### src/design/rtcPkg.sv
`default_nettype none

package rtcPkg;

	// the chip bus is 8 bits wide, shared by address and data
	typedef logic [7:0] rtcAddr_t;
	typedef logic [7:0] rtcData_t;

	// index into the local copy of the time registers
	typedef logic [2:0] regIndex_t;

	// seconds, minutes, hours, day, month, year
	localparam int NUM_TIME_REGS = 6;
	localparam rtcAddr_t TIME_BASE_ADDR = 8'h21;

	// control gets 0x10 first, then status is cleared,
	// then control is released back to normal operation
	localparam int INIT_LEN = 3;
	localparam rtcAddr_t INIT_ADDRS [INIT_LEN] = '{8'h02, 8'h01, 8'h02};
	localparam rtcData_t INIT_DATA [INIT_LEN] = '{8'h10, 8'h00, 8'h00};

endpackage

`default_nettype wire

### src/design/rtcInit.sv
`default_nettype none

module rtcInit (
	input logic clk,
	input logic reset,
	input logic start,
	output logic busStart,
	output rtcPkg::rtcAddr_t busAddr,
	output rtcPkg::rtcData_t busWdata,
	input logic busDone,
	output logic finish
);
	import rtcPkg::*;

	localparam int STEP_W = $clog2(INIT_LEN);
	localparam logic [STEP_W-1:0] LAST_STEP = STEP_W'(INIT_LEN - 1);

	typedef enum logic [1:0] {
		IDLE,
		ISSUE,
		WAIT
	} initState_t;

	initState_t state;
	logic [STEP_W-1:0] step;
	logic lastStep;

	assign lastStep = (step == LAST_STEP);

	always_ff @(posedge clk) begin
		if (reset) begin
			state <= IDLE;
			step <= '0;
		end else begin
			case (state)
				IDLE: begin
					step <= '0;
					if (start) begin
						state <= ISSUE;
					end
				end
				ISSUE: begin
					state <= WAIT;
				end
				WAIT: begin
					if (busDone) begin
						if (lastStep) begin
							state <= IDLE;
						end else begin
							step <= step + 1'b1;
							state <= ISSUE;
						end
					end
				end
				default: begin
					state <= IDLE;
				end
			endcase
		end
	end

	// one write per table entry
	assign busStart = (state == ISSUE);
	assign busAddr = INIT_ADDRS[step];
	assign busWdata = INIT_DATA[step];
	assign finish = (state == WAIT) && busDone && lastStep;

endmodule

`default_nettype wire

### src/design/rtcPoller.sv
`default_nettype none

module rtcPoller (
	input logic clk,
	input logic reset,
	input logic start,
	output logic busStart,
	output rtcPkg::rtcAddr_t busAddr,
	input logic busDone,
	input rtcPkg::rtcData_t busRdata,
	output logic shadowWrite,
	output rtcPkg::regIndex_t shadowIndex,
	output rtcPkg::rtcData_t shadowData,
	output logic finish
);
	import rtcPkg::*;

	localparam regIndex_t LAST_INDEX = regIndex_t'(NUM_TIME_REGS - 1);

	typedef enum logic [1:0] {
		IDLE,
		ISSUE,
		WAIT
	} pollState_t;

	pollState_t state;
	regIndex_t index;
	logic readDone;

	assign readDone = (state == WAIT) && busDone;

	always_ff @(posedge clk) begin
		if (reset) begin
			state <= IDLE;
			index <= '0;
		end else begin
			case (state)
				IDLE: begin
					index <= '0;
					if (start) begin
						state <= ISSUE;
					end
				end
				ISSUE: begin
					state <= WAIT;
				end
				WAIT: begin
					if (busDone) begin
						if (index == LAST_INDEX) begin
							state <= IDLE;
						end else begin
							index <= index + 1'b1;
							state <= ISSUE;
						end
					end
				end
				default: begin
					state <= IDLE;
				end
			endcase
		end
	end

	assign busStart = (state == ISSUE);
	assign busAddr = TIME_BASE_ADDR + rtcAddr_t'(index);

	// read data is valid in the busDone cycle, store it right away
	assign shadowWrite = readDone;
	assign shadowIndex = index;
	assign shadowData = busRdata;
	assign finish = readDone && (index == LAST_INDEX);

endmodule

`default_nettype wire

### src/design/rtcSequencer.sv
`default_nettype none

module rtcSequencer (
	input logic clk,
	input logic reset,
	input logic userWrite,
	input rtcPkg::rtcAddr_t userAddr,
	input rtcPkg::rtcData_t userData,
	output logic userAck,
	output logic initDone,
	output logic sweepDone,
	output logic busStart,
	output logic busWrite,
	output rtcPkg::rtcAddr_t busAddr,
	output rtcPkg::rtcData_t busWdata,
	input logic busDone,
	input rtcPkg::rtcData_t busRdata,
	output logic shadowWrite,
	output rtcPkg::regIndex_t shadowIndex,
	output rtcPkg::rtcData_t shadowData
);
	import rtcPkg::*;

	typedef enum logic [2:0] {
		INIT_START,
		INIT_RUN,
		SWEEP_START,
		SWEEP_RUN,
		USER_ISSUE,
		USER_WAIT
	} seqState_t;

	seqState_t state;

	logic initStart;
	logic initBusStart;
	rtcAddr_t initBusAddr;
	rtcData_t initBusWdata;
	logic initBusDone;
	logic initFinish;

	logic pollStart;
	logic pollBusStart;
	rtcAddr_t pollBusAddr;
	logic pollBusDone;
	logic pollFinish;

	rtcInit initSeq (
		.clk(clk),
		.reset(reset),
		.start(initStart),
		.busStart(initBusStart),
		.busAddr(initBusAddr),
		.busWdata(initBusWdata),
		.busDone(initBusDone),
		.finish(initFinish)
	);

	rtcPoller poller (
		.clk(clk),
		.reset(reset),
		.start(pollStart),
		.busStart(pollBusStart),
		.busAddr(pollBusAddr),
		.busDone(pollBusDone),
		.busRdata(busRdata),
		.shadowWrite(shadowWrite),
		.shadowIndex(shadowIndex),
		.shadowData(shadowData),
		.finish(pollFinish)
	);

	always_ff @(posedge clk) begin
		if (reset) begin
			state <= INIT_START;
			initDone <= 1'b0;
		end else begin
			case (state)
				INIT_START: state <= INIT_RUN;
				INIT_RUN: begin
					if (initFinish) begin
						initDone <= 1'b1;
						state <= SWEEP_START;
					end
				end
				SWEEP_START: state <= SWEEP_RUN;
				SWEEP_RUN: begin
					// user requests are only looked at between sweeps
					if (pollFinish) begin
						state <= userWrite ? USER_ISSUE : SWEEP_START;
					end
				end
				USER_ISSUE: state <= USER_WAIT;
				USER_WAIT: begin
					if (busDone) begin
						state <= SWEEP_START;
					end
				end
				default: state <= INIT_START;
			endcase
		end
	end

	assign initStart = (state == INIT_START);
	assign pollStart = (state == SWEEP_START);

	// done goes back only to whoever owns the bus
	assign initBusDone = busDone && (state == INIT_RUN);
	assign pollBusDone = busDone && (state == SWEEP_RUN);
	assign sweepDone = pollFinish;
	assign userAck = busDone && (state == USER_WAIT);

	// request mux toward the bus engine
	always_comb begin
		busStart = 1'b0;
		busWrite = 1'b0;
		busAddr = pollBusAddr;
		busWdata = '0;
		case (state)
			INIT_RUN: begin
				busStart = initBusStart;
				busWrite = 1'b1;
				busAddr = initBusAddr;
				busWdata = initBusWdata;
			end
			SWEEP_RUN: begin
				busStart = pollBusStart;
			end
			USER_ISSUE: begin
				busStart = 1'b1;
				busWrite = 1'b1;
				busAddr = userAddr;
				busWdata = userData;
			end
			default: begin
			end
		endcase
	end

endmodule

`default_nettype wire

### config.mk
export PLATFORM = sky130hd
export DESIGN_NAME = rtcSequencer
export DESIGN_NICKNAME = d
export VERILOG_FILES = /design/src/design/rtcPkg.sv /design/src/design/rtcInit.sv /design/src/design/rtcPoller.sv /design/src/design/rtcSequencer.sv
export SDC_FILE = /design/constraint.sdc
export NUM_CORES = 1
export LEC_CHECK = 0
export BUFFER_PORTS_ARGS = -buffer_cell sky130_fd_sc_hd__buf_2
export CAP_MARGIN = 30
export CORE_MARGIN = 1.5
export CORE_UTILIZATION = 25
export CTS_BUF_LIST = sky130_fd_sc_hd__clkbuf_2 sky130_fd_sc_hd__clkbuf_4 sky130_fd_sc_hd__clkbuf_8
export DETAILED_ROUTE_END_ITERATION = 7
export GPL_TIMING_DRIVEN = 0
export PLACE_DENSITY = 0.5
export SYNTH_ARGS = -nofsm -noshare
export SYNTH_HDL_FRONTEND = slang
export SYNTH_SLANG_ARGS = --single-unit
### constraint.sdc
create_clock -name clk -period 1.6 [get_ports clk]
set_input_delay 0.08 -clock clk [delete_from_list [all_inputs] [get_ports clk]]
set_output_delay 0.08 -clock clk [all_outputs]
set_load 0.03 [all_outputs]
Word-level counts from Yosys, hierarchy flattened
Index checks and enable logic that the tools add are counted.
{"block": "classes", "add_sub_neg": 3, "multipliers": 0, "div_mod_pow": 0, "n_lt_le_gt_ge": 1, "n_eq_ne": 20, "shifts": 0, "muxes": 29, "bitwise_logic": 1, "reduce_logical": 19}
{"cell": "8-bit binary-select mux with 2-bit select", "n": 2}
{"cell": "8-bit two-way mux", "n": 4}
{"cell": "8-bit one-hot mux with 2 select lines", "n": 2}
{"cell": "3-bit two-way mux", "n": 6}
{"cell": "3-bit one-hot mux with 6 select lines", "n": 1}
{"cell": "2-bit two-way mux", "n": 6}
{"cell": "2-bit != test (second input constant)", "n": 6}
{"cell": "2-bit one-hot mux with 3 select lines", "n": 2}
{"cell": "3-bit equality test (second input constant)", "n": 3}
{"cell": "3-bit AND reduction", "n": 3}
{"cell": "6-bit by 3-bit adder with 7-bit output (first input constant)", "n": 1}
{"cell": "1-bit logical AND", "n": 7}
{"cell": "2-bit equality test (second input constant)", "n": 3}
{"cell": "3-bit by 2-bit equality test with 1-bit output (second input constant)", "n": 2}
{"cell": "2-bit by 1-bit != test with 1-bit output (second input constant)", "n": 3}
{"cell": "3-bit one-hot mux with 2 select lines", "n": 1}
{"cell": "2-bit AND reduction", "n": 3}
{"cell": "2-bit by 1-bit equality test with 1-bit output (second input constant)", "n": 2}
{"cell": "2-bit zero test", "n": 2}
{"cell": "2-bit one-hot mux with 2 select lines", "n": 1}
{"cell": "2-bit nonzero test", "n": 2}
{"cell": "3-bit by 1-bit adder with 3-bit output (second input constant)", "n": 1}
{"cell": "3-bit by 1-bit equality test with 1-bit output (second input constant)", "n": 1}
{"cell": "3-bit greater-or-equal comparator (second input constant)", "n": 1}
{"cell": "6 further kinds", "n": 8}
{"block": "word_totals", "register_bits": 13, "latch_bits": 0, "mem_bits_rw": 0, "mem_bits_ro": 0, "in_bits": 28, "output_inout_bits": 33, "word_cells": 79, "n_memories": 0}

Depth between registers and ports, before layout
{"block": "depth", "word_depth": 6, "mapped_depth": 5, "mapped_depth_nobuf": 5}

Modules after synthesis
A second synthesis with hierarchy kept.
{"block": "hier_totals", "cells_unflattened": 150, "area_unflattened_um2": 1292.5}
{"mod": "rtcSequencer", "instances": 1, "cells_per_inst": 60, "area_per_inst_um2": 549.3, "seq_area_each_um2": 80.1}
{"mod": "rtcPoller", "instances": 1, "cells_per_inst": 48, "area_per_inst_um2": 399.1, "seq_area_each_um2": 100.1}
{"mod": "rtcInit", "instances": 1, "cells_per_inst": 42, "area_per_inst_um2": 344.1, "seq_area_each_um2": 80.1}

Worst setup path after synthesis
Ideal clock, no wire load.
{"block": "synth_timing", "path_type": "register to output", "from": "reg state[0]", "to": "out busAddr[2]", "arrival_time_ns": 1.769, "required_time_ns": 1.520, "path_slack_ns": -0.249, "path_stages_with_launch": 6, "n_path_buf": 2, "cell_sequence": "dfxtp_1 buf_2 nor3b_2 or2_1 buf_2 o21ai_0"}
{"block": "synth_between", "elab_chain_cells": 2, "word_cells_on_any_way": 3, "classes_between": "eq/ne: 2; mux: 1"}
{"item": "start, declared", "line_no": "rtcSequencer.sv:33", "text": "seqState_t state;"}
{"item": "start signal, assigned", "line_no": "rtcSequencer.sv:90", "text": "state <= userWrite ? USER_ISSUE : SWEEP_START;"}
{"item": "3-bit equality test or 3-bit by 1-bit equality test with 1-bit output (tied branches)", "line_no": "rtcSequencer.sv:119", "text": "case (state)"}
{"item": "8-bit one-hot mux with 2 select lines (*)", "line_no": "rtcSequencer.sv:119"}
{"item": "end, declared", "line_no": "rtcSequencer.sv:14", "text": "output rtcPkg::rtcAddr_t busAddr,"}
Mark *: on every way between the ends. The rest lies on a longest branch, timed or not.

Worst setup path in the final report
{"block": "layout_timing", "from": "reg state[0]", "to": "out busStart"}
{"block": "layout_between", "elab_chain_cells": 2, "word_cells_on_any_way": 4, "classes_between": "eq/ne: 3; mux: 1"}
{"item": "3-bit equality test (tied with other cells)", "line_no": "rtcSequencer.sv:119"}
{"item": "1-bit one-hot mux with 3 select lines (*)", "line_no": "rtcSequencer.sv:119"}
{"item": "end, declared", "line_no": "rtcSequencer.sv:12", "text": "output logic busStart,"}
Marked as above.

==> impl_metrics.ini <==
[synth]
yosys.area.top_type = dfxtp_1
syn_area_per_cell_um2 = 8.073
synthArstFlopShare_pct = 0
syn_area_um2 = 1017
ys.flop_type = dfxtp_1
yosysSeqAreaShare_pct = 25.58
netlist_instances = 126
yosys_warnings = 0
synth_nets = 159
synth_enable_flop_cells = 0
synth_commonest_cells = 13 x dfxtp_1, 11 x and2_1, 9 x nand2_1
synth_area_leaders = dfxtp_1 26%, and2_1 6.8%, ha_1 6.2%
synth_top_area_share_pct = 25.58
yosysUniqueCellTypes = 41
synth_most_common_cell = dfxtp_1
ys_ff_latch = 13

[timing]
min_period_over_period_pct = 96.19
period_minus_slack_ns = 1.539
slew_violations = 0
fin_ws_ns = 0.06101
final-hold-violation-count = 0
tightestPinTransition_ns = 0.5044
setup_viol = 0
clock_skew_ns = 0.004782
timing.fmax_ghz = 0.6498
rsz0062_at_grt = true
relSlewSlack_pct = 66.37
setup_tns_ns = 0

[detailed_routing]
dr.pass1.iters = 4
drc_errors = 0
wirelength_um = 2871
wl_per_cell_um = 12.11
drtAntennaViolNets = 0
drt_iter0_drc = 25
vias_per_cell = 4.764
vias = 1129

[setup_path]
crit_type = reg -> out
startpoint = state[0]
endpoint_kind = primary output
r2r-start = state[2]
critPathRequiredTime_ns = 1.52
worstPathArrival_ns = 1.46
crit_path_start_kind = flop
critPathMaxFanout = 10

[clocking]
clock-sinks = 13
numCtsBuffers = 3
insertion_delay_ns = 0.24
clkSlewWorstSetupHoldPaths_ns = 0.06
htree_levels = 1
clock_path_buffers = 2
tritoncts = built
cts-root-buf = clkbuf_8

[grt]
grt_max_degree = 11
grt_pass1_vias = 1007
grt_usage_pct = 12.77
grt_pass1_wl_um = 4381
grt_overflow = 0
antenna_found_initial = 0

[floorplanning]
fp.dieH_um = 66.79
initial_core_util_pct = 25.80
die_w_um = 66.79
dieArea_um2 = 4460
ios = 61
num_rows = 23
coreArea_um2 = 3943

[power_and_ir_drop]
total_power_mw = 0.9565
p_per_area_nw_per_um2 = 641.3
ir_worst_vdd_v = 0.0002999
p_leak_nw = 0.6692

[final_layout]
final_layout_size_suffix_gt1_share_pct = 45.99
final_nets = 221
final_cell_area_um2 = 1491
area_growth_pct = 46.62
post-route-util_pct = 37.83
num_antenna_cells = 0

[placement]
place_area_um2 = 1366
routabilityCongestion = 0.8153
dp_hpwl_um = 2201
pre_cts_ws_ns = -0.4326
portBuffers = 52

[worst_hold_path]
hp-class = in -> reg
hp-start = reset

[status]
status = completed

[job]
maxCapViolations = 0
==> cell type report <==
| cell class | count | area (um^2) |
|---|---|---|
| Timing Repair Buffer | 58 | 317.8 |
| Clock buffer | 4 | 48.80 |
| Inverter | 6 | 22.52 |
| Buffer | 13 | 102.6 |
| Tap cell | 50 | 62.56 |
| Multi-Input combinational cell | 93 | 670.6 |
| Sequential cell | 13 | 266.5 |
| Fill cell | 419 | 2451 |
==> per-layer routing <==
metal  routed length (um)  vias to the layer above  share of wire (%)  GRT usage [%]
met5                    0                        -                  0              0
met4                   18                        0               0.63          5.102
met3                  258                        2                9.0          2.534
met2                 1358                       53                 47          23.50
met1                 1236                      499                 43          14.20
li1                     -                      575                  -              -
==> report_power, final <==
group,internal (mW),total (mW),switching [mW],leakage (nW)
sequential,0.339,0.362,0.0225,0.108
combinational,0.128,0.283,0.155,0.535
clock,0.193,0.312,0.119,0.0262
==> worst paths after layout <==
| kind | to | slack [ns] | cells past startpoint |
|---|---|---|---|
| min | poller.shadowIndex[2] | 0.07 | 2 |
| max | busStart | 0.06 | 5 |
| max reg2reg | poller.shadowIndex[0] | 0.10 | 4 |
| min reg2reg | initDone | 0.48 | 2 |
==> metrics by stage <==
step / cells / hold slack (ns)
floorplan: 126 / 0.1528
global placement: 228 / 0.3276
detailed placement: 228 / 0.3267
CTS: 237 / 0.06892
global route: 237 / 0.07207
finish: 237 / 0.07029
==> placed cells by master (no fill, tap or decap), types with 2 or more instances in the layout <==
cell      netlist  layout
inv_1           6       6
a31oi_1         6       6
o21ai_1         0       3
o21ai_0         5       2
dfxtp_2         0       5
dfxtp_1        13       8
nor2b_1         4       4
buf_4           8      18
a21oi_1         6       6
buf_6           1       3
nand3b_1        4       4
ha_1            5       4
o211ai_1        5       5
clkbuf_4        0       2
or4_1           2       2
nor3_1          3       2
mux2i_1         2       2
clkbuf_8        0       3
nand2_1         9       8
and2_1         11      11
buf_2           3      48
nand2b_1        4       4
nor2_1          4       4
a41oi_1         2       2
nor3b_4         0       2
==> state kept, by name, indices dropped and copies added (netlist names) <==
signal	count
poller.state	2
initDone	1
state	3
initSeq.state	2
poller.shadowIndex	3
initSeq.step	2
==> worst max-delay path: stages (launching register included) <==
cell      delay (ns)
dfxtp_2         0.32
buf_4           0.13
nor3b_4         0.24
buf_6           0.17
o21bai_1        0.12
buf_2           0.22
==> logic make-up after synthesis <==
family	after synthesis	share of synthesized area [%]
flops	13	25.58
fa+ha+maj	5	6.150
mux	2	1.968
compound gates	30	19.19
xor+xnor	1	0.8612
buf+inv	20	11.44
simple gates	55	34.81
==> what timing repair did <==
item / 4_1_cts / 5_1_grt
gates resized for setup: 7 / 13
hold buffers: 0 / 0
buffers inserted: 6 / 0
endpoints found under the setup margin: 18 / 11
pin swaps: 2 / 0
gates cloned: 0 / 0
endpoints found under the hold margin: 0 / 0
Note: power is estimated with default switching activity, not from simulation.
