--- src/design/rtcPkg.sv ---
`default_nettype none

package rtcPkg;

	// the chip bus is 8 bits wide, shared by address and data
	typedef logic [7:0] rtcAddr_t;
	typedef logic [7:0] rtcData_t;

	// index into the local copy of the time registers
	typedef logic [2:0] regIndex_t;

	// seconds, minutes, hours, day, month, year
	localparam int NUM_TIME_REGS = 6;
	localparam rtcAddr_t TIME_BASE_ADDR = 8'h21;

	// control gets 0x10 first, then status is cleared,
	// then control is released back to normal operation
	localparam int INIT_LEN = 3;
	localparam rtcAddr_t INIT_ADDRS [INIT_LEN] = '{8'h02, 8'h01, 8'h02};
	localparam rtcData_t INIT_DATA [INIT_LEN] = '{8'h10, 8'h00, 8'h00};

endpackage

`default_nettype wire

--- src/design/rtcBusPhy.sv ---
`default_nettype none

module rtcBusPhy #(
	parameter int PHASE_CYCLES = 2
) (
	input logic clk,
	input logic reset,
	input logic busStart,
	input logic busWrite,
	input rtcPkg::rtcAddr_t busAddr,
	input rtcPkg::rtcData_t busWdata,
	output rtcPkg::rtcData_t busRdata,
	output logic busDone,
	output logic csN,
	output logic adN,
	output logic rdN,
	output logic wrN,
	output rtcPkg::rtcData_t busOut,
	output logic busOe,
	input rtcPkg::rtcData_t busIn
);
	import rtcPkg::*;

	localparam int CNT_W = $clog2(PHASE_CYCLES + 1);
	localparam logic [CNT_W-1:0] LAST_CNT = CNT_W'(PHASE_CYCLES - 1);

	typedef enum logic [2:0] {
		IDLE,
		ADDR,
		GAP,
		DATA,
		RECOVER
	} phase_t;

	phase_t phase;
	phase_t nextPhase;
	logic [CNT_W-1:0] phaseCnt;
	logic phaseEnd;
	logic isWrite;
	rtcAddr_t addrReg;
	rtcData_t dataReg;

	assign phaseEnd = (phaseCnt == LAST_CNT);

	// phases always run in the same order
	always_comb begin
		case (phase)
			ADDR: nextPhase = GAP;
			GAP: nextPhase = DATA;
			DATA: nextPhase = RECOVER;
			default: nextPhase = IDLE;
		endcase
	end

	always_ff @(posedge clk) begin
		if (reset) begin
			phase <= IDLE;
			phaseCnt <= '0;
			isWrite <= 1'b0;
		end else if (phase == IDLE) begin
			phaseCnt <= '0;
			// requests are only taken while idle
			if (busStart) begin
				phase <= ADDR;
				isWrite <= busWrite;
			end
		end else if (phaseEnd) begin
			phaseCnt <= '0;
			phase <= nextPhase;
		end else begin
			phaseCnt <= phaseCnt + 1'b1;
		end
	end

	// transaction payload
	always_ff @(posedge clk) begin
		if (phase == IDLE && busStart) begin
			addrReg <= busAddr;
			dataReg <= busWdata;
		end
		// sample on the last cycle of the read strobe
		if (phase == DATA && phaseEnd && !isWrite) begin
			busRdata <= busIn;
		end
	end

	always_comb begin
		csN = 1'b1;
		adN = 1'b1;
		rdN = 1'b1;
		wrN = 1'b1;
		busOe = 1'b0;
		busOut = addrReg;
		case (phase)
			ADDR: begin
				csN = 1'b0;
				adN = 1'b0;
				busOe = 1'b1;
			end
			GAP: begin
				csN = 1'b0;
			end
			DATA: begin
				csN = 1'b0;
				if (isWrite) begin
					wrN = 1'b0;
					busOe = 1'b1;
					busOut = dataReg;
				end else begin
					// bus released so the chip can drive it
					rdN = 1'b0;
				end
			end
			default: begin
			end
		endcase
	end

	assign busDone = (phase == RECOVER) && phaseEnd;

endmodule

`default_nettype wire

--- config.mk ---
export PLATFORM = sky130hd
export DESIGN_NAME = rtcBusPhy
export DESIGN_NICKNAME = d
export VERILOG_FILES = /design/src/design/rtcPkg.sv /design/src/design/rtcBusPhy.sv
export SDC_FILE = /design/constraint.sdc
export NUM_CORES = 1
export LEC_CHECK = 0
export ABC_AREA = 0
export BUFFER_PORTS_ARGS = -buffer_cell sky130_fd_sc_hd__clkbuf_2
export CORE_MARGIN = 8
export CORE_UTILIZATION = 47
export DETAILED_ROUTE_END_ITERATION = 16
export PLACE_DENSITY = 0.75
export SYNTH_ARGS = -nofsm -noshare
export SYNTH_HDL_FRONTEND = slang
export SYNTH_SLANG_ARGS = --single-unit
--- constraint.sdc ---
create_clock -name clk -period 2.3 [get_ports clk]
set_clock_uncertainty 0.15 [all_clocks]
set_input_delay 0.115 -clock clk [delete_from_list [all_inputs] [get_ports clk]]
set_output_delay 0.115 -clock clk [all_outputs]
set_load 0.01 [all_outputs]
; Yosys cells after proc, flatten, opt, wreduce, memory -nomap -nowiden
; Index checks and enable logic that the tools add are counted.
[classes]
addsub = 1
n_mul = 0
div = 0
n_lt_le_gt_ge = 0
eq_ne = 6
shifts = 0
n_mux = 13
bitwise_logic = 0
reduce_logical = 11
[ops]
columns = operator, count
row1 = $mux 8, 2
row2 = $mux 3, 3
row3 = $pmux 3 s3, 1
row4 = $eq 3x2->1 const B, 2
row5 = $mux 1, 6
row6 = $reduce_or 3->1, 2
row7 = $logic_and 1x1->1, 4
row8 = $reduce_and 2->1, 2
row9 = $eq 3x1->1 const B, 1
row10 = $eq 3x3->1 const B, 1
row11 = $logic_not 3->1, 1
row12 = $add 2x1->2 const B, 1
row13 = $eq 2x1->1 const B, 1
row14 = $ne 2x2->1 const B, 1
row15 = $pmux 1 s2, 1
row16 = $reduce_bool 2->1, 1
row17 = $logic_not 1->1, 1
[word_totals]
register_bits = 30
latch_bits = 0
ram_bits = 0
mem_bits_ro = 0
inputBits = 28
output_inout_bits = 22
wordCells = 37
n_memories = 0

; Longest topological paths before layout
; Gate-level depths: netlist of the first run.
[depth]
depth_word = 4
depth_mapped = 4
depth_no_buf = 4

; Worst setup path after synthesis of the first run
; Ideal clock, no wire load.
[synth_path]
path_kind = register to register
startpoint = reg phase[2]
endpoint = reg busRdata[0], enable pin
setup_ps = 385
arrival_time_ps = 1293
required_time_ps = 1765
setup_slack_ps = 472
stages_incl_launch_ff = 4
n_path_buf = 1
period_less_slack_ps = 1828
path_cell_list = dfxtp_1 -> buf_6 -> nand3b_1 -> nor3b_1
[synth_between]
elab_chain_cells = 3
[synth_rtl]
columns = element, line
row1 = from (decl), rtcBusPhy.sv:35  ; phase_t phase;
row2 = from (signal assigned), rtcBusPhy.sv:69  ; phase <= nextPhase;
row3 = $eq 3x2->1, rtcBusPhy.sv:82  ; if (phase == DATA && phaseEnd && !isWrite) begin
row4 = $logic_and 1x1->1 (2 in series), rtcBusPhy.sv:82
row5 = to (signal assigned), rtcBusPhy.sv:83  ; busRdata <= busIn;
row6 = to (decl), rtcBusPhy.sv:12  ; output rtcPkg::rtcData_t busRdata,
; Every way passes these cells.
; A chain may end at the register's enable or synchronous reset.

; Worst setup path after layout of the first run
[layout_path]
startpoint = reg phase[0]
endpoint = out busOut[6]
[layout_between]
elab_chain_cells = 2
[layout_rtl]
columns = element, line
row1 = $eq 3x2->1, rtcBusPhy.sv:94  ; case (phase)
row2 = $mux 8, rtcBusPhy.sv:94
row3 = to (decl), rtcBusPhy.sv:18  ; output rtcPkg::rtcData_t busOut,
; Every way passes these cells.

==> flow_metrics.tcl, run 1 <==
set metrics [dict create \
    synth_edf_count 24 \
    grt_pass1_vias 930 \
    max-slew-margin-rel 0.694 \
    critPathSlowestCell "dfxtp_1" \
    routedWlPerCell_um 15.2 \
    htree_levels 2 \
    synth_top_area_share 0.584 \
    slew_viol_final 0 \
    hold_class "reg2reg" \
    crit_fanout 10 \
    cellLeakagePower_nw 0.800 \
    yosys.area.top_type "edfxtp_1" \
    critPathMaxStageDelay_ps 590 \
    seq_area_frac_synth 0.682 \
    ir_drop_mv 0.631 \
    p_sw_frac 0.235 \
    synthArstFlopShare 0 \
    antenna_left 0 \
    finalHoldViolCount 0 \
    fin_nets 179 \
    numPortBuffers 49 \
    grt-ovfl-total 0 \
    p_seq_frac 0.569 \
    ctsHoldBuffers 27 \
    cts_tree "done" \
    antenna_found_initial 0 \
    fp.dieH_um 67.2 \
    hpwlAfterDp_mm 1.84 \
    antennaDiodeCount 0 \
    min_period_ps 2000 \
    drtPass1Iterations 4 \
    worstRegToRegCells 2 \
    drtIter0Drc 23 \
    grt_setup_unrepaired "false" \
    fin_hold_ws_ps 288 \
    cts_max_path_buffers 2 \
    cp.required_ps 2040 \
    grt_max_degree 13 \
    fin_crit_sh 0.868 \
    syn-cell-area_mm2 0.00123 \
    drt-vias-per-instance 4.70 \
    final_common_cell "clkbuf_2" \
    ys_ff_latch 30 \
    area_growth_pct 47.3 \
    boundaryPins 50 \
    setup_violations 0 \
    drive_above_1_share 0.477 \
    grt_pass1_wl_mm 4.31 \
    core_area_mm2 0.00248 \
    die_area_mm2 0.00452 \
    syn-instance-count 70 \
    die_w_um 67.2 \
    start_kind "flip-flop" \
    fmax_mhz 501 \
    crit_chain "nand4b_4, mux2_4, clkbuf_2" \
    pwr-share-comb 0.146 \
    clock_latency_ps 320 \
    r2r_slack_ps 590 \
    startpoint "phase[0]" \
    finalPower_mw 1.14 \
    crit_end "busOut[6]" \
    clk_pin_slew_worst_paths_ps 80 \
    ys_types 26 \
    r2r-end "dataReg[4]" \
    p_switching_mw 0.267 \
    numCtsBuffers 5 \
    syn_area_per_cell_um2 17.6 \
    p_per_area_mw_per_mm2 627 \
    vias 851 \
    path_class "reg2out" \
    end_kind "output port" \
    outcome "finished clean" \
    layout_common_cells "clkbuf_2, dlygate4sd3_1, edfxtp_1" \
    worst_pin_slew_ps 457 \
    p_int_mw 0.872 \
    syn_nets 99 \
    gr-usage-all-layers 0.133 \
    num_rows 18 \
    place_congestion 0.714 \
    drc 0 \
    r2r-start "phase[1]" \
    cts_setup_buffers 0 \
    initial_core_util 0.498 \
    clkPwrFrac 0.284 \
    synth_area_leaders "edfxtp_1, dfxtp_1, mux2_4" \
    arrival_ps 1730 \
    maxCapViolations 0 \
    clockRootBuffer "clkbuf_4" \
    synth_flop_cell "edfxtp_1" \
    nFillCells 181 \
    postCtsResizedCells 0 \
    hold_depth 1 \
    setup-tns-final_ps 0 \
    cts_sinks 30 \
    wirelength_mm 2.75 \
    yosys_warnings 0 \
]
[area by class of cell]
class,count,area (um2),area share
multi-input cells,34,340,0.187
clock buffers,6,51.3,0.0282
inverters,1,3.75,0.00207
well taps,30,37.5,0.0207
repair buffers,78,531,0.292
flip-flops and latches,30,841,0.463
clock inverters,2,12.5,0.00689
[worst max-delay path, delay by kind of cell (launching register included)]
family / cells / cell delay (ps)
muxes: 1 / 380
and+or+nand+nor: 1 / 310
buffers and inverters: 1 / 130
DFF: 1 / 590
[stage by stage]
stage / setup WS (ps) / util / cells / instance area (um2)
final: 303 / 0.733 / 181 / 1820
after floorplan: 472 / - / 70 / 1230
after detailed placement: 606 / 0.598 / 146 / 1480
after CTS: 264 / 0.733 / 181 / 1820
after global placement: 672 / 0.598 / 146 / 1480
after global routing: 172 / 0.733 / 181 / 1820
[state kept, by name (all words and copies together), names as in the netlist]
name and flops:
addrReg 8, busRdata 8, dataReg 8, isWrite 1
phase 3, phaseCnt 2
[synth_stat cells, types with 2 or more instances]
cell / n
nor3_1: 2
mux2_4: 8
dfxtp_1: 6
buf_6: 4
nand2_1: 2
nor4_1: 2
edfxtp_1: 24
mux2i_1: 2
nand2b_1: 3
[metal layers]
layer	up-vias	global-route usage	wire length [um]
met5	-	0	0
li1	427	-	-
met2	32	0.227	1420
met1	385	0.130	1040
met3	7	0.0629	224
met4	0	0.0783	68
[power groups by stage]
stage	logic, mW	clock network, mW	registers (mW)
floorplan	0.0933	0	0.647
global placement	0.129	0	0.658
detailed placement	0.132	0	0.661
CTS	0.169	0.337	0.649
global route	0.182	0.361	0.653
finish	0.167	0.324	0.649
[logic make-up after synthesis]
| group | count (synthesis) | share of synthesized area |
|---|---|---|
| flip-flops | 30 | 0.682 |
| AND/OR/NAND/NOR | 18 | 0.123 |
| multiplexers | 10 | 0.114 |
| buffers and inverters | 6 | 0.0426 |
| AO/OA/AOI/OAI | 5 | 0.0294 |
| adder cells (fa/ha/maj) | 1 | 0.0101 |
[worst min-delay path by stage]
stage / start / endpoint / slack, ps
floorplan: busAddr[0] / addrReg[0] / 60
global placement: busIn[1] / busRdata[1] / 140
detailed placement: busIn[1] / busRdata[1] / 140
CTS: phaseCnt[0] / phaseCnt[0] / 290
global route: phaseCnt[0] / phaseCnt[0] / 320
finish: phaseCnt[0] / phaseCnt[0] / 290
Power figures use the tool's default switching activity.
==> run 2, diff against run 1 <==
--- a/config.mk
+++ b/config.mk
@@ -5,10 +5,10 @@
 export SDC_FILE = /design/constraint.sdc
 export NUM_CORES = 1
 export LEC_CHECK = 0
-export ABC_AREA = 0
+export ABC_AREA = 1
 export BUFFER_PORTS_ARGS = -buffer_cell sky130_fd_sc_hd__clkbuf_2
 export CORE_MARGIN = 8
-export CORE_UTILIZATION = 47
+export CORE_UTILIZATION = 46
 export DETAILED_ROUTE_END_ITERATION = 16
 export PLACE_DENSITY = 0.75
 export SYNTH_ARGS = -nofsm -noshare
==> flow_metrics.tcl, run 2 <==
set metrics [dict create \
    fin_nets 207 \
    setup-tns-final_ps 0 \
    grt_pass1_vias 1010 \
    arrival_ps 1740 \
    finalHoldViolCount 0 \
    dpl_worst_slack_ps 491 \
    syn_nets 127 \
    clk_pin_slew_worst_paths_ps 80 \
    fin_crit_sh 0.873 \
    finalPower_mw 1.29 \
    worst_slack_ps 293 \
    final_common_cell "clkbuf_2" \
    slew_viol_final 0 \
    synth_top_area_share 0.617 \
    layout_common_cells "clkbuf_2, nand2_1, dlygate4sd3_1" \
    syn-instance-count 98 \
    hold_class "in2reg" \
    grt_max_degree 18 \
    synthArstFlopShare 0 \
    routedWlPerCell_um 13.1 \
    grt-ovfl-total 0 \
    outcome "finished clean" \
    clockRootBuffer "clkbuf_4" \
    htree_levels 2 \
    syn_area_per_cell_um2 11.9 \
    antenna_found_initial 0 \
    fp.dieH_um 66.4 \
    boundaryPins 50 \
    setup_violations 0 \
    drive_above_1_share 0.363 \
    num_rows 18 \
    cp.required_ps 2040 \
    maxCapViolations 0 \
    core_area_mm2 0.00243 \
    nFillCells 168 \
    fmax_mhz 498 \
    pwr-share-comb 0.243 \
    synth_most_common_cell "nand2_1" \
    yosys-top-cells-count "nand2_1, edfxtp_1, nand3_1" \
    synth_flop_cell "edfxtp_1" \
    initial_core_util 0.480 \
    ys_types 17 \
    grt_pass1_wl_mm 4.49 \
    end_kind "output port" \
    max-slew-margin-rel 0.691 \
    cellLeakagePower_nw 0.791 \
    seq_area_frac_synth 0.720 \
    path_class "reg2out" \
    antenna_left 0 \
    syn-cell-area_mm2 0.00117 \
    numPortBuffers 49 \
    p_seq_frac 0.543 \
    die_w_um 66.4 \
    antennaDiodeCount 0 \
    yosys.area.top_type "edfxtp_1" \
    grt_setup_unrepaired "false" \
    start_kind "flip-flop" \
    cts_max_path_buffers 2 \
    utilization 0.718 \
    synth_edf_count 24 \
    p_per_area_mw_per_mm2 739 \
    ir_drop_mv 0.616 \
    reg_top3 "addrReg: 8 flops, busRdata: 8 flops, dataReg: 8 flops" \
    yosys_warnings 0 \
    synth_area_leaders "edfxtp_1, dfxtp_1, nand2_1" \
    worst_pin_slew_ps 462 \
    die_area_mm2 0.00441 \
    drtIter0Drc 14 \
    drt-vias-per-instance 4.59 \
    vias 960 \
    p_switching_mw 0.382 \
    ys_ff_latch 30 \
    clkPwrFrac 0.214 \
    crit_fanout 11 \
    area_growth_pct 49.5 \
    p_int_mw 0.909 \
    wirelength_mm 2.74 \
    cts_sinks 30 \
    min_period_ps 2010 \
    hpwlAfterDp_mm 1.93 \
    drc 0 \
    gr-usage-all-layers 0.135 \
    place_congestion 0.747 \
    p_sw_frac 0.296 \
    clock_latency_ps 310 \
    cts_tree "done" \
    numCtsBuffers 5 \
    drtPass1Iterations 4 \
]
[run 2: changes by cell type after synthesis, moves of 2 or more]
cell and delta:
nand2_1 +25, nand3_1 +13, mux2_4 -8, inv_1 +6, nor2_1 +4, a21oi_1 +3
buf_6 -3, inv_2 +3, nand2_2 +3, nand2b_1 -3, mux2i_1 -2, nor4_1 -2
[run 2: power by group through the flow]
stage / Clock, mW / Sequential (mW) / Combinational [mW]
floorplan: 0 / 0.700 / 0.188
detailed placement: 0 / 0.712 / 0.281
global route: 0.308 / 0.708 / 0.350
CTS: 0.288 / 0.700 / 0.316
global placement: 0 / 0.708 / 0.273
finish: 0.277 / 0.700 / 0.314
[run 2: metrics by stage]
step / instances / hold slack, ps / cell area [um2]
global route: 209 / 73.5 / 1750
global placement: 175 / 142 / 1440
CTS: 209 / 44.3 / 1750
floorplan: 98 / 27.4 / 1170
detailed placement: 175 / 144 / 1440
finish: 209 / 57.0 / 1750
[run 2: final cells by class]
type / count / area (um2) / share of cell area
flip-flops and latches: 30 / 841 / 0.482
repair buffers: 75 / 505 / 0.290
multi-input cells: 56 / 274 / 0.157
clock buffers: 6 / 41.3 / 0.0237
inverters: 10 / 37.5 / 0.0215
well taps: 30 / 37.5 / 0.0215
clock inverters: 2 / 8.76 / 0.00502
[run 2: final timing paths]
| check | startpoint | to | slack, ps | cells after the start |
|---|---|---|---|---|
| min reg2reg | phaseCnt[0] | phaseCnt[0] | 280 | 1 |
| max reg2reg | phase[1] | busRdata[3] | 510 | 4 |
| min | busStart | phase[1] | 60 | 4 |
| max | phase[1] | busOut[0] | 290 | 6 |
[run 2: logic make-up (layout without fill, tap and decap cells)]
| kind of cell | Yosys count | after routing | share of synthesized area |
|---|---|---|---|
| compound gates | 4 | 4 | 0.0204 |
| fa+ha+maj | 1 | 1 | 0.0107 |
| buf+inv | 12 | 93 | 0.0450 |
| flops | 30 | 30 | 0.720 |
| simple gates | 51 | 51 | 0.204 |
[run 2: layer usage]
| layer | GRT usage | routed length (um) | up-vias |
|---|---|---|---|
| met3 | 0.0644 | 305 | 4 |
| met2 | 0.244 | 1360 | 41 |
| met4 | 0.0560 | 29 | 0 |
| met1 | 0.128 | 1040 | 424 |
| li1 | - | - | 491 |
| met5 | 0 | 0 | - |
[run 2: critical path, stage by stage (launching register included)]
cell and delay, ps:
dfxtp_1 370, inv_2 70, nor3_4 410, nand2_2 260, nand2_1 130, nand2_1 60, clkbuf_2 130
[run 2: timing repair]
action,CTS,global route
hold buffers,26,0
buffers inserted,0,0
gates resized for setup,0,0
endpoints found under the setup margin,0,0
endpoints found under the hold margin,28,0
