$ cat src/design/rtcPkg.sv
`default_nettype none

package rtcPkg;

	// the chip bus is 8 bits wide, shared by address and data
	typedef logic [7:0] rtcAddr_t;
	typedef logic [7:0] rtcData_t;

	// index into the local copy of the time registers
	typedef logic [2:0] regIndex_t;

	// seconds, minutes, hours, day, month, year
	localparam int NUM_TIME_REGS = 6;
	localparam rtcAddr_t TIME_BASE_ADDR = 8'h21;

	// control gets 0x10 first, then status is cleared,
	// then control is released back to normal operation
	localparam int INIT_LEN = 3;
	localparam rtcAddr_t INIT_ADDRS [INIT_LEN] = '{8'h02, 8'h01, 8'h02};
	localparam rtcData_t INIT_DATA [INIT_LEN] = '{8'h10, 8'h00, 8'h00};

endpackage

`default_nettype wire

$ cat src/design/rtcShadowRegs.sv
`default_nettype none

module rtcShadowRegs (
	input logic clk,
	input logic reset,
	input logic writeEn,
	input rtcPkg::regIndex_t writeIndex,
	input rtcPkg::rtcData_t writeData,
	input rtcPkg::regIndex_t readIndex,
	output rtcPkg::rtcData_t readData
);
	import rtcPkg::*;

	// local copy of the chip time, seconds first
	rtcData_t timeRegs [NUM_TIME_REGS];

	always_ff @(posedge clk) begin
		if (reset) begin
			for (int i = 0; i < NUM_TIME_REGS; i++) begin
				timeRegs[i] <= '0;
			end
		end else if (writeEn && (writeIndex < NUM_TIME_REGS)) begin
			timeRegs[writeIndex] <= writeData;
		end
	end

	// indices past the last register read as zero
	assign readData = (readIndex < NUM_TIME_REGS) ? timeRegs[readIndex] : '0;

endmodule

`default_nettype wire

$ cat config.mk
export PLATFORM = sky130hd
export DESIGN_NAME = rtcShadowRegs
export DESIGN_NICKNAME = d
export VERILOG_FILES = /design/src/design/rtcPkg.sv /design/src/design/rtcShadowRegs.sv
export SDC_FILE = /design/constraint.sdc
export NUM_CORES = 1
export LEC_CHECK = 0
export BUFFER_PORTS_ARGS = -buffer_cell sky130_fd_sc_hd__buf_2
export CAP_MARGIN = 10
export CORE_ASPECT_RATIO = 1.4
export CORE_MARGIN = 4
export CORE_UTILIZATION = 41
export CTS_CLUSTER_DIAMETER = 100
export DETAILED_ROUTE_END_ITERATION = 10
export GPL_ROUTABILITY_DRIVEN = 0
export SYNTH_ARGS = -nofsm -noshare
export SYNTH_HDL_FRONTEND = slang
export SYNTH_SLANG_ARGS = --single-unit
$ cat constraint.sdc
create_clock -name clk -period 2.75 [get_ports clk]
set_input_delay 0 -clock clk [delete_from_list [all_inputs] [get_ports clk]]
set_output_delay 0 -clock clk [all_outputs]
set_load 0.01 [all_outputs]
# == Word-level counts from Yosys, hierarchy flattened ==
# Memory sizes are Yosys's and may differ from the RTL's.
# Index checks and enable logic that the tools add are counted.
# word_totals
inputBits,17
memories,1
regBits,0
word_cells,14
ramBits,48
out_inout_bits,8
# classes
n_lt_le_gt_ge,2
reduce_logical,2
n_mux,9
# memory_table
name,depth,width,read_ports,rd_clocked_by_memory_dff,write_ports,line,source
timeRegs,6,8,1,0,6,rtcShadowRegs.sv:15,rtcData_t timeRegs [NUM_TIME_REGS];
# ops
cell,count
8-bit two-way mux,2
8-bit OR reduction,1
"3-bit < comparator, second input constant",2
1-bit two-way mux,6
3-bit two-way mux,1
1-bit logical AND,1

# == Logic depth before layout (Yosys ltp) ==
# Gate-level depths: netlist of run 1.
# logic_depth
word_depth,7
mapped_depth,5
ltp_nobuf,3

# == Worst setup path before layout of run 1 ==
# No wires, ideal clock.
# synth_path
path_kind,input to register
from,input port reset
to,memory timeRegs[2][0] (netlist bit) (enable)
stages,4
required_time_ns,2.416
path_buffers,1
setup_time_ns,0.334
setup_slack_ns,1.528
t_arrival_ns,0.888
cell_sequence,buf_2 nor3b_4 nand3b_2 nand2b_1
# synth_rtl
element,line,source
"start, declared",rtcShadowRegs.sv:5,"input logic reset,"
"end, declared",rtcShadowRegs.sv:15,

# == Worst setup path in the final report of run 1 ==
# layout_path
from,memory timeRegs[2][4] (netlist bit)
to,output port readData[4]
# layout_between
elab_chain_cells,2
# layout_lines
element,line,source
memory read 6 x 8 bit,n/a,
8-bit two-way mux,rtcShadowRegs.sv:28,assign readData = (readIndex < NUM_TIME_REGS) ? timeRegs[readIndex] : '0;
"end, declared",rtcShadowRegs.sv:10,output rtcPkg::rtcData_t readData
# No other way between the ends.

==> results.md, run 1 <==
* Pwr Total at about 0.0015 W
* WL per Instance at 19.0 um
* Placement Setup Slack at 1210 ps
* CP Class: reg -> out
* Number of synthesized flops with an enable pin at 48
* Biggest registers after layout: timeRegs (48)
* Storage cell area at between 1000 and 1500 sq um
* Fin. Hold Viols at 0
* Hold path cells at 3
* Initial core utilization at a little over two fifths
* VDD IR-drop max at around 0.47 mV
* Cell with the most instances after synthesis: edfxtp_1
* Clk buf depth at 2
* Area occupied by multi-input gates at 719 sq um
* Fin crit share at 48.5%
* Worst Tran Pin Value at approximately 750 ps
* Comb power frac at between 10% and 20%
* Row Count at 31
* Area Growth Syn to Fin at 10.6%
* Vias at between 1000 and 1500
* Vias in the first global route at 1466
* CTS tree: done
* Top FF cell, synth: edfxtp_1
* Number of port buffers at 24
* NetSw at 0.000340 W
* First-pass GRT wire length at between 7000 and 8000 um
* Max reg flops at 48
* Clock power share at between 30% and 40%
* Largest Register: timeRegs
* Synth top area cells: edfxtp_1 64%, mux2i_1 11%, nor2_1 6.8%
* Setup TNS Final at 0 ps
* Final setup violation count at 0
* Clock slew at reported path FFs at approximately 90 ps
* Avg Inst Size Synth at about 13 sq um
* CP top delay family: compound AO/OA/AOI/OAI gates
* Drt total wl at roughly 4900 um
* Hpwl dp at ~3600 um
* Post-Syn Area at around 2300 sq um
* Worst path arrival time at ~1300 ps
* Net Sw Frac at between 20 and 25%
* Setup bufs post-CTS at 0
* Startpoint Class: register
* Final Critical Period at approximately 1300 ps
* Leakage at 0.955 nW
* Post-CTS Hold Buffers at 0
* Die area at about 6800 sq um
* Internal power at roughly 0.0012 W
* Worst-path cell chain: mux2i_1 > o32a_1 > o21ai_0 > buf_2
* Synth warn at 0
* Pwr Density at approximately 610 nW/um^2
* Antenna violations before repair at 0
* Synth Instances at 171
* Synth area leader: edfxtp_1
* Unrepaired setup endpoints after global routing: false
* Antenna cell count at 0
* DR pass1 iterations at 4
* Final Max Tran Viols at 0
* Global-route usage over all layers at 15.4%
* Most frequent cells after synthesis: 48 x edfxtp_1, 41 x nor2_1, 24 x mux2i_1
* Drt initial violations at 78
* Routed Antenna Nets at 0
* CP required at roughly 2800 ps
* Hold Path Class: in -> reg
* Max incr delay on CP at approximately 380 ps
* CTS H-tree lvls at 2
* Core outline area at 5280 sq um
* Final Net Count at 210
* Largest net degree at the start of global routing at 18
* Chip height at 95.8 um
* Final Worst Setup Slack at between 1000 and 1500 ps
* FILL cells at approximately 500
* Flop pwr share at between 50 and 60%
* Crit path depth at 4
* Async set-reset flop share out of synthesis at 0%
* Fmax at between 700 and 800 MHz
* Slew HR at around 50%
* Fin util at 47.4%
* CTS Buf Count at 5
* CTS root buffer: clkbuf_8
* Via-to-Cell Ratio at roughly 5.3
* Remaining global-route overflow at 0
* WHS at about 120 ps
* Critical path's slowest cell: edfxtp_1
* Synthesis-stage register bit count at 48
* Yosys top cell area share at between 60% and 70%
* Post-route DRC at 0
* Die width at slightly above 70 um
* Number of top-level pins at 25
* Setup crit end kind: primary output
* Synth cell types at 21
* # clock sinks at 48
* CP max FO at 1
* Buf/Inv on CP at 1
* Syn Nets at between 150 and 200
* Layout cells sized above 1 at roughly 23%
* CTS resizes at 0
* Status: finished, final reports clean
* Sequential fraction of the synthesis area at 63.8%
* Max-Cap Viols at 0
[per-layer routing]
metal  GRT usage, %  wire length (um)  up-vias
met3           2.61               201        8
met2           28.3              2670       40
met5              0                 0        -
met4           6.74               102        0
li1               -                 -      663
met1           17.4              1960      661
[power by group through the flow]
stage	clock network (W)	logic, W	registers, W
2_1_floorplan	0	0.000106	0.000876
3_3_place_gp	0	0.000153	0.000881
3_5_place_dp	0	0.000157	0.000882
4_1_cts	0.000502	0.000157	0.000865
5_1_grt	0.000529	0.000169	0.000868
6_report	0.000494	0.000154	0.000865
[layout by cell type, fill, tap and decap left out, drive strengths merged]
cell,Yosys,layout
clkinv,0,2
nand2,3,3
mux2i,24,24
or2,1,1
o32a,8,8
bufinv,0,1
nor2,41,41
edfxtp,48,48
buf,8,24
nand3b,1,1
nand2b,6,6
o21ai,8,8
nand3,9,9
a31o,2,2
clkbuf,1,5
nor3b,1,1
inv,8,8
nor2b,2,2
[through the flow]
stage / cells / cell area [sq um]
floorplan: 171 / 2260
global placement: 252 / 2390
detailed placement: 252 / 2390
CTS: 260 / 2500
global route: 260 / 2500
finish: 260 / 2500
[kinds of logic after synthesis]
group	Yosys count	share of synthesized area, %
flops	48	63.8
mux	24	10.6
compound gates	18	6.09
buf+inv	17	4.37
simple gates	64	15.1
[path summary, 6_finish.rpt]
| kind | slack (ps) | start | end |
|---|---|---|---|
| setup / recovery | 1420 | timeRegs[2][4]$_SDFFCE_PN0P_ | readData[4] |
| hold / removal | 120 | writeData[5] | timeRegs[5][5]$_DFFE_PP_ |
[final cells by class]
type | count | share of cell area [%]
flip-flops and latches | 48 | 57.7
multi-input cells | 106 | 28.8
repair buffers | 24 | 4.80
well taps | 66 | 3.30
clock buffers | 5 | 2.75
clock inverters | 3 | 1.50
inverters | 8 | 1.20
(Power assumes the default switching activity.)
==> run 2: changes to the inputs <==
Clock period 2.75 ns to 1.1 ns, I/O delays scaled along.
==> results.md, run 2 (synthesis gave the netlist of run 1 again) <==
* Violated checks: negative setup slack
* Vias in the first global route at 1489 (+1.6%)
* First-pass GRT wire length at 7690 um (+1.3%)
* Routed Antenna Nets at 0 (unchanged)
* Final Critical Period at approximately 1300 ps
* Layout cells sized above 1 at 32.2% (+9.0 points)
* Hold Path Class: in -> reg
* Comb power frac at 11.2% (+1.0 points)
* Net Sw Frac at 21.8% (-0.63 points)
* Hpwl dp at 3650 um (+2.6%)
* Worst Setup SP: timeRegs[0][6]$_SDFFCE_PN0P_
* Area Growth Syn to Fin at 15.7%
* Post-route DRC at 0 (unchanged)
* Leakage at 1.01 nW (+5.5%)
* Worst Tran Pin Value at 383 ps (-362 ps)
* Antenna violations before repair at 0 (unchanged)
* Final Max Tran Viols at 0 (unchanged)
* CTS Buf Count at 5 (unchanged)
* Die area at 6780 sq um (unchanged)
* M2 GR Usage at 30.6% (+2.2 points)
* Max-Cap Viols at 0 (unchanged)
* Storage cell area at 1440 sq um (unchanged)
* Largest net degree at the start of global routing at 18 (unchanged)
* Met1 Use GR at 16.7% (-0.70 points)
* WL per Instance at 18.3 um (-3.6%)
* Antenna cell count at 0 (unchanged)
* Most frequent cells in the layout: 48 x edfxtp_1, 41 x nor2_1, 24 x buf_2
* Status: finished, violations left
* CP Class: reg -> out
* Post-CTS Hold Buffers at 0 (unchanged)
* # clock sinks at 48 (unchanged)
* Final Net Count at 223 (+6.2%)
* Remaining global-route overflow at 0 (unchanged)
* Drt total wl at 4960 um (+0.47%)
* Clock power share at 31.5% (-1.1 points)
* CTS H-tree lvls at 2 (unchanged)
* Internal power at 0.00296 W (+150%)
* Pwr Total at 0.00378 W (+150%)
* Met3 usage at 2.61% (unchanged)
* Setup crit end kind: primary output
* Pwr Density at 1450 nW/um^2 (+140%)
* Startpoint Class: register
* FILL cells at 508 (-0.78%)
* Core outline area at 5280 sq um (unchanged)
* Final setup violation count at 8 (+8)
* Initial core utilization at 42.8% (unchanged)
* Drt initial violations at 56 (-28%)
* Global-route usage over all layers at 15.5% (+0.13 points)
* Row Count at 31 (unchanged)
* Slew HR at 74.5% (+24 points)
* CP required at 1100 ps (-1650 ps)
* Flop pwr share at 57.3% (about the same)
* CTS tree: done
* Worst path arrival time at 1310 ps (-20 ps)
* Chip height at 95.8 um (unchanged)
* Worst hold start: writeData[3]
* Clk buf depth at 2 (unchanged)
* NetSw at 0.000825 W (+140%)
* Setup TNS Final at -1410 ps (-1410 ps)
* Max reg flops at 48 (unchanged)
* Max incr delay on CP at 410 ps (+30 ps)
* Die width at 70.7 um (unchanged)
* Unrepaired setup endpoints after global routing: true
* CP max FO at 1 (unchanged)
* Vias at 1406 (+2.5%)
* Worst-path cell chain: mux2i_2 > o32a_1 > o21ai_1 > buf_2
* Fin crit share at 119%
* Number of port buffers at 24 (unchanged)
* Via-to-Cell Ratio at 5.19 (-1.7%)
* Fin. Hold Viols at 0 (unchanged)
* Final Worst Setup Slack at -209 ps (-1620 ps)
* VDD IR-drop max at 0.913 mV (+93%)
* Critical path's slowest cell: edfxtp_1
* Commonest non-fill, non-tap cell in the layout: edfxtp_1
* Clock slew at reported path FFs at 80 ps (about the same)
* Largest Register: timeRegs
* Area occupied by multi-input gates at 744 sq um (+3.5%)
* DR pass1 iterations at 4 (unchanged)
* CTS root buffer: clkbuf_8
* Biggest registers after layout: timeRegs (48)
* Number of top-level pins at 25 (unchanged)
* Most used routing layer: met2
* Setup bufs post-CTS at 0 (unchanged)
* Fmax at 764 MHz
## run 2: cell count changes in the layout (fill, tap and decap cells not counted), moves of 4 or more
cell and delta:
buf_4 +13, o21ai_0 -5, nand2b_1 -4, nand2b_2 +4, o21ai_1 +4
## run 2: timing repair
item,in CTS,in global routing
setup endpoints to repair,8,8
resized for setup,6,3
pin swaps,0,3
## run 2: critical path: cells and delay by family, from the launching register on
family,cells,cell delay [ps]
AOI/OAI and AO/OA,2,240
muxes,1,220
buffers and inverters,1,150
DFF,1,410
## run 2: per-stage QoR
step	utilization [%]	hold WS, ps	cells	cell area [sq um]	worst slack [ps]
6_report	49.6	125	271	2620	-209
5_1_grt	49.6	134	271	2620	-283
4_1_cts	49.5	119	271	2610	-241
3_5_place_dp	47.4	424	265	2500	-26.5
3_3_place_gp	47.4	438	265	2500	20.2
2_1_floorplan	-	252	171	2270	-30.6
## run 2: per-layer routing
| layer | share of wire, % | wire length [um] | up-vias |
|---|---|---|---|
| li1 | - | - | 688 |
| met1 | 39 | 1930 | 690 |
| met2 | 58 | 2860 | 22 |
| met3 | 2.0 | 101 | 6 |
| met4 | 1.2 | 61 | 0 |
| met5 | 0 | 0 | - |
## run 2: path summary, 6_finish.rpt
kind / end / depth (start not counted)
setup / recovery: readData[6] / 4
hold / removal: timeRegs[5][3]$_DFFE_PP_ / 3
## run 2: power by group through the flow
stage,Combinational (W),Clock (W),Sequential [W]
2_1_floorplan,0.000268,0,0.00219
3_3_place_gp,0.000410,0,0.00220
3_5_place_dp,0.000419,0,0.00221
4_1_cts,0.000428,0.00120,0.00217
5_1_grt,0.000463,0.00128,0.00218
6_report,0.000424,0.00119,0.00217
## run 2: layout make-up
| cell class | instances | area share (%) |
|---|---|---|
| timing repair buffer | 37 | 8.33 |
| inverter | 8 | 1.15 |
| sequential | 48 | 55.1 |
| multi-input combinational | 106 | 28.5 |
| clock inverter | 1 | 1.15 |
| clock buffer | 5 | 2.63 |
| tap | 66 | 3.16 |
==> run 3: changes to the inputs <==
Settings changed: CELL_PAD_IN_SITES_DETAIL_PLACEMENT set to 0, CELL_PAD_IN_SITES_GLOBAL_PLACEMENT set to 1, PLACE_DENSITY_LB_ADDON set to 0.1, RECOVER_POWER set to 100, SKIP_CTS_REPAIR_TIMING set to 1.
==> results.md, run 3 (synthesis gave the netlist of run 1 again) <==
* Status: finished, violations left
* Violated checks: negative setup slack
* Setup crit end kind: primary output
* CP Class: reg -> out
* Worst path arrival time at 1300 ps (about the same)
* Largest Register: timeRegs
* Worst Tran Pin Value at 505 ps (+122 ps)
* Core outline area at 5280 sq um (unchanged)
* Setup TNS Final at -1260 ps (+147 ps)
* Slew HR at 66.3% (-8.1 points)
* Fin crit share at 118% (-0.67 points)
* VDD IR-drop max at 0.870 mV (-4.7%)
* WHS at 234 ps (+109 ps)
* Number of port buffers at 24 (unchanged)
* Antenna violations before repair at 0 (unchanged)
* Final Critical Period at 1300 ps (-7.36 ps)
* Vias in the first global route at 1472 (-1.1%)
* Largest net degree at the start of global routing at 18 (unchanged)
* Layout cells sized above 1 at 22.9% (-9.3 points)
* Number of top-level pins at 25 (unchanged)
* Vias at 1383 (-1.6%)
* Final Worst Setup Slack at -201 ps (+7.36 ps)
* Hold Path Class: in -> reg
* First-pass GRT wire length at 7640 um (-0.62%)
* Worst hold start: writeData[4]
* Pwr Density at 1420 nW/um^2 (-1.5%)
* Area Growth Syn to Fin at 11.5%
* Commonest non-fill, non-tap cell in the layout: edfxtp_1
* Row Count at 31 (unchanged)
* Most frequent cells in the layout: 48 x edfxtp_1, 41 x nor2_1, 24 x mux2i_1
* Clk buf depth at 2 (unchanged)
* CP max FO at 1 (unchanged)
* Routed Antenna Nets at 0 (unchanged)
* Storage cell area at 1440 sq um (unchanged)
* Hold path cells at 3 (unchanged)
* CP required at 1100 ps (about the same)
* Fmax at 768 MHz (+0.57%)
* Biggest registers after layout: timeRegs (48)
* Remaining global-route overflow at 0 (unchanged)
* Placement Setup Slack at 0.989 ps (+27.5 ps)
* WL per Instance at 18.0 um (-1.6%)
* Fin util at 47.8% (-1.8 points)
* Clock slew at reported path FFs at 90 ps (about the same)
* CTS root buffer: clkbuf_8
* Chip height at 95.8 um (unchanged)
* Final Max Tran Viols at 0 (unchanged)
* Global-route usage over all layers at 15.3% (-0.17 points)
* Leakage at 0.977 nW (-3.0%)
* Drt total wl at 4880 um (-1.6%)
* Unrepaired setup endpoints after global routing: true
* Max-Cap Viols at 0 (unchanged)
* Fin. Hold Viols at 0 (unchanged)
* Die width at 70.7 um (unchanged)
* Post-route DRC at 0 (unchanged)
* CTS tree: done
* CTS H-tree lvls at 2 (unchanged)
* FILL cells at 528 (+3.9%)
* Pwr Total at 0.00359 W (-5.1%)
* Via-to-Cell Ratio at 5.10 (-1.6%)
* Antenna cell count at 0 (unchanged)
* Final setup violation count at 8 (unchanged)
* Die area at 6780 sq um (unchanged)
* Drt initial violations at 100 (+79%)
* Area occupied by multi-input gates at 684 sq um (-8.1%)
* CTS Buf Count at 5 (unchanged)
* Max reg flops at 48 (unchanged)
* Startpoint Class: register
* # clock sinks at 48 (unchanged)
* Final Net Count at 221 (-0.90%)
* DR pass1 iterations at 4 (unchanged)
* WHS Endpoint: timeRegs[5][4]$_DFFE_PP_
* Initial core utilization at 42.8% (unchanged)
-- run 3: cell types whose count changed in the layout (fill, tap and decap cells not counted), sizes merged --
cell / change
bufinv: -1
buf: -11
clkbuf: +9
clkinv: +3
-- run 3: area by class of cell --
cell class / instances / area share (%)
Clock inverter: 3 / 0.745
Clock buffer: 5 / 2.73
Inverter: 8 / 1.19
Timing Repair Buffer: 35 / 7.70
Multi-Input combinational cell: 106 / 27.2
Tap cell: 66 / 3.28
Sequential cell: 48 / 57.2
-- run 3: stage by stage --
stage,std cells,area [sq um]
after floorplan,171,2270
after global placement,263,2500
after detailed placement,263,2500
after CTS,271,2590
after global routing,271,2520
final,271,2520
-- run 3: how the worst max path moves through the flow --
stage / from / to / slack (ps) / depth (start not counted)
finish: timeRegs[5][5]$_DFFE_PP_ / readData[5] / -200 / 4
CTS: timeRegs[5][5]$_DFFE_PP_ / readData[5] / -250 / 4
global placement: readIndex[0] / readData[5] / 3 / 4
detailed placement: writeIndex[2] / timeRegs[2][4]$_SDFFCE_PN0P_ / 1 / 4
global route: timeRegs[5][4]$_DFFE_PP_ / readData[4] / -260 / 4
floorplan: reset / timeRegs[2][0]$_SDFFCE_PN0P_ / -30 / 4
-- run 3: power breakdown --
group          switching, W  internal, W  total, W
sequential        0.0000354      0.00213   0.00216
clock              0.000588     0.000444   0.00103
combinational      0.000236     0.000159  0.000394
-- run 3: worst max-delay path, stage by stage (launching register included) --
cell and delay [ps]:
edfxtp_1 370, mux2i_1 190, o32a_1 220, o21ai_2 70
buf_2 150
-- run 3: routing by layer --
metal,up-vias,track usage (%),wire [um]
met2,22,28.4,2690
met3,6,2.93,148
met1,669,17.8,1970
met5,-,0,0
li1,686,-,-
met4,0,4.70,64
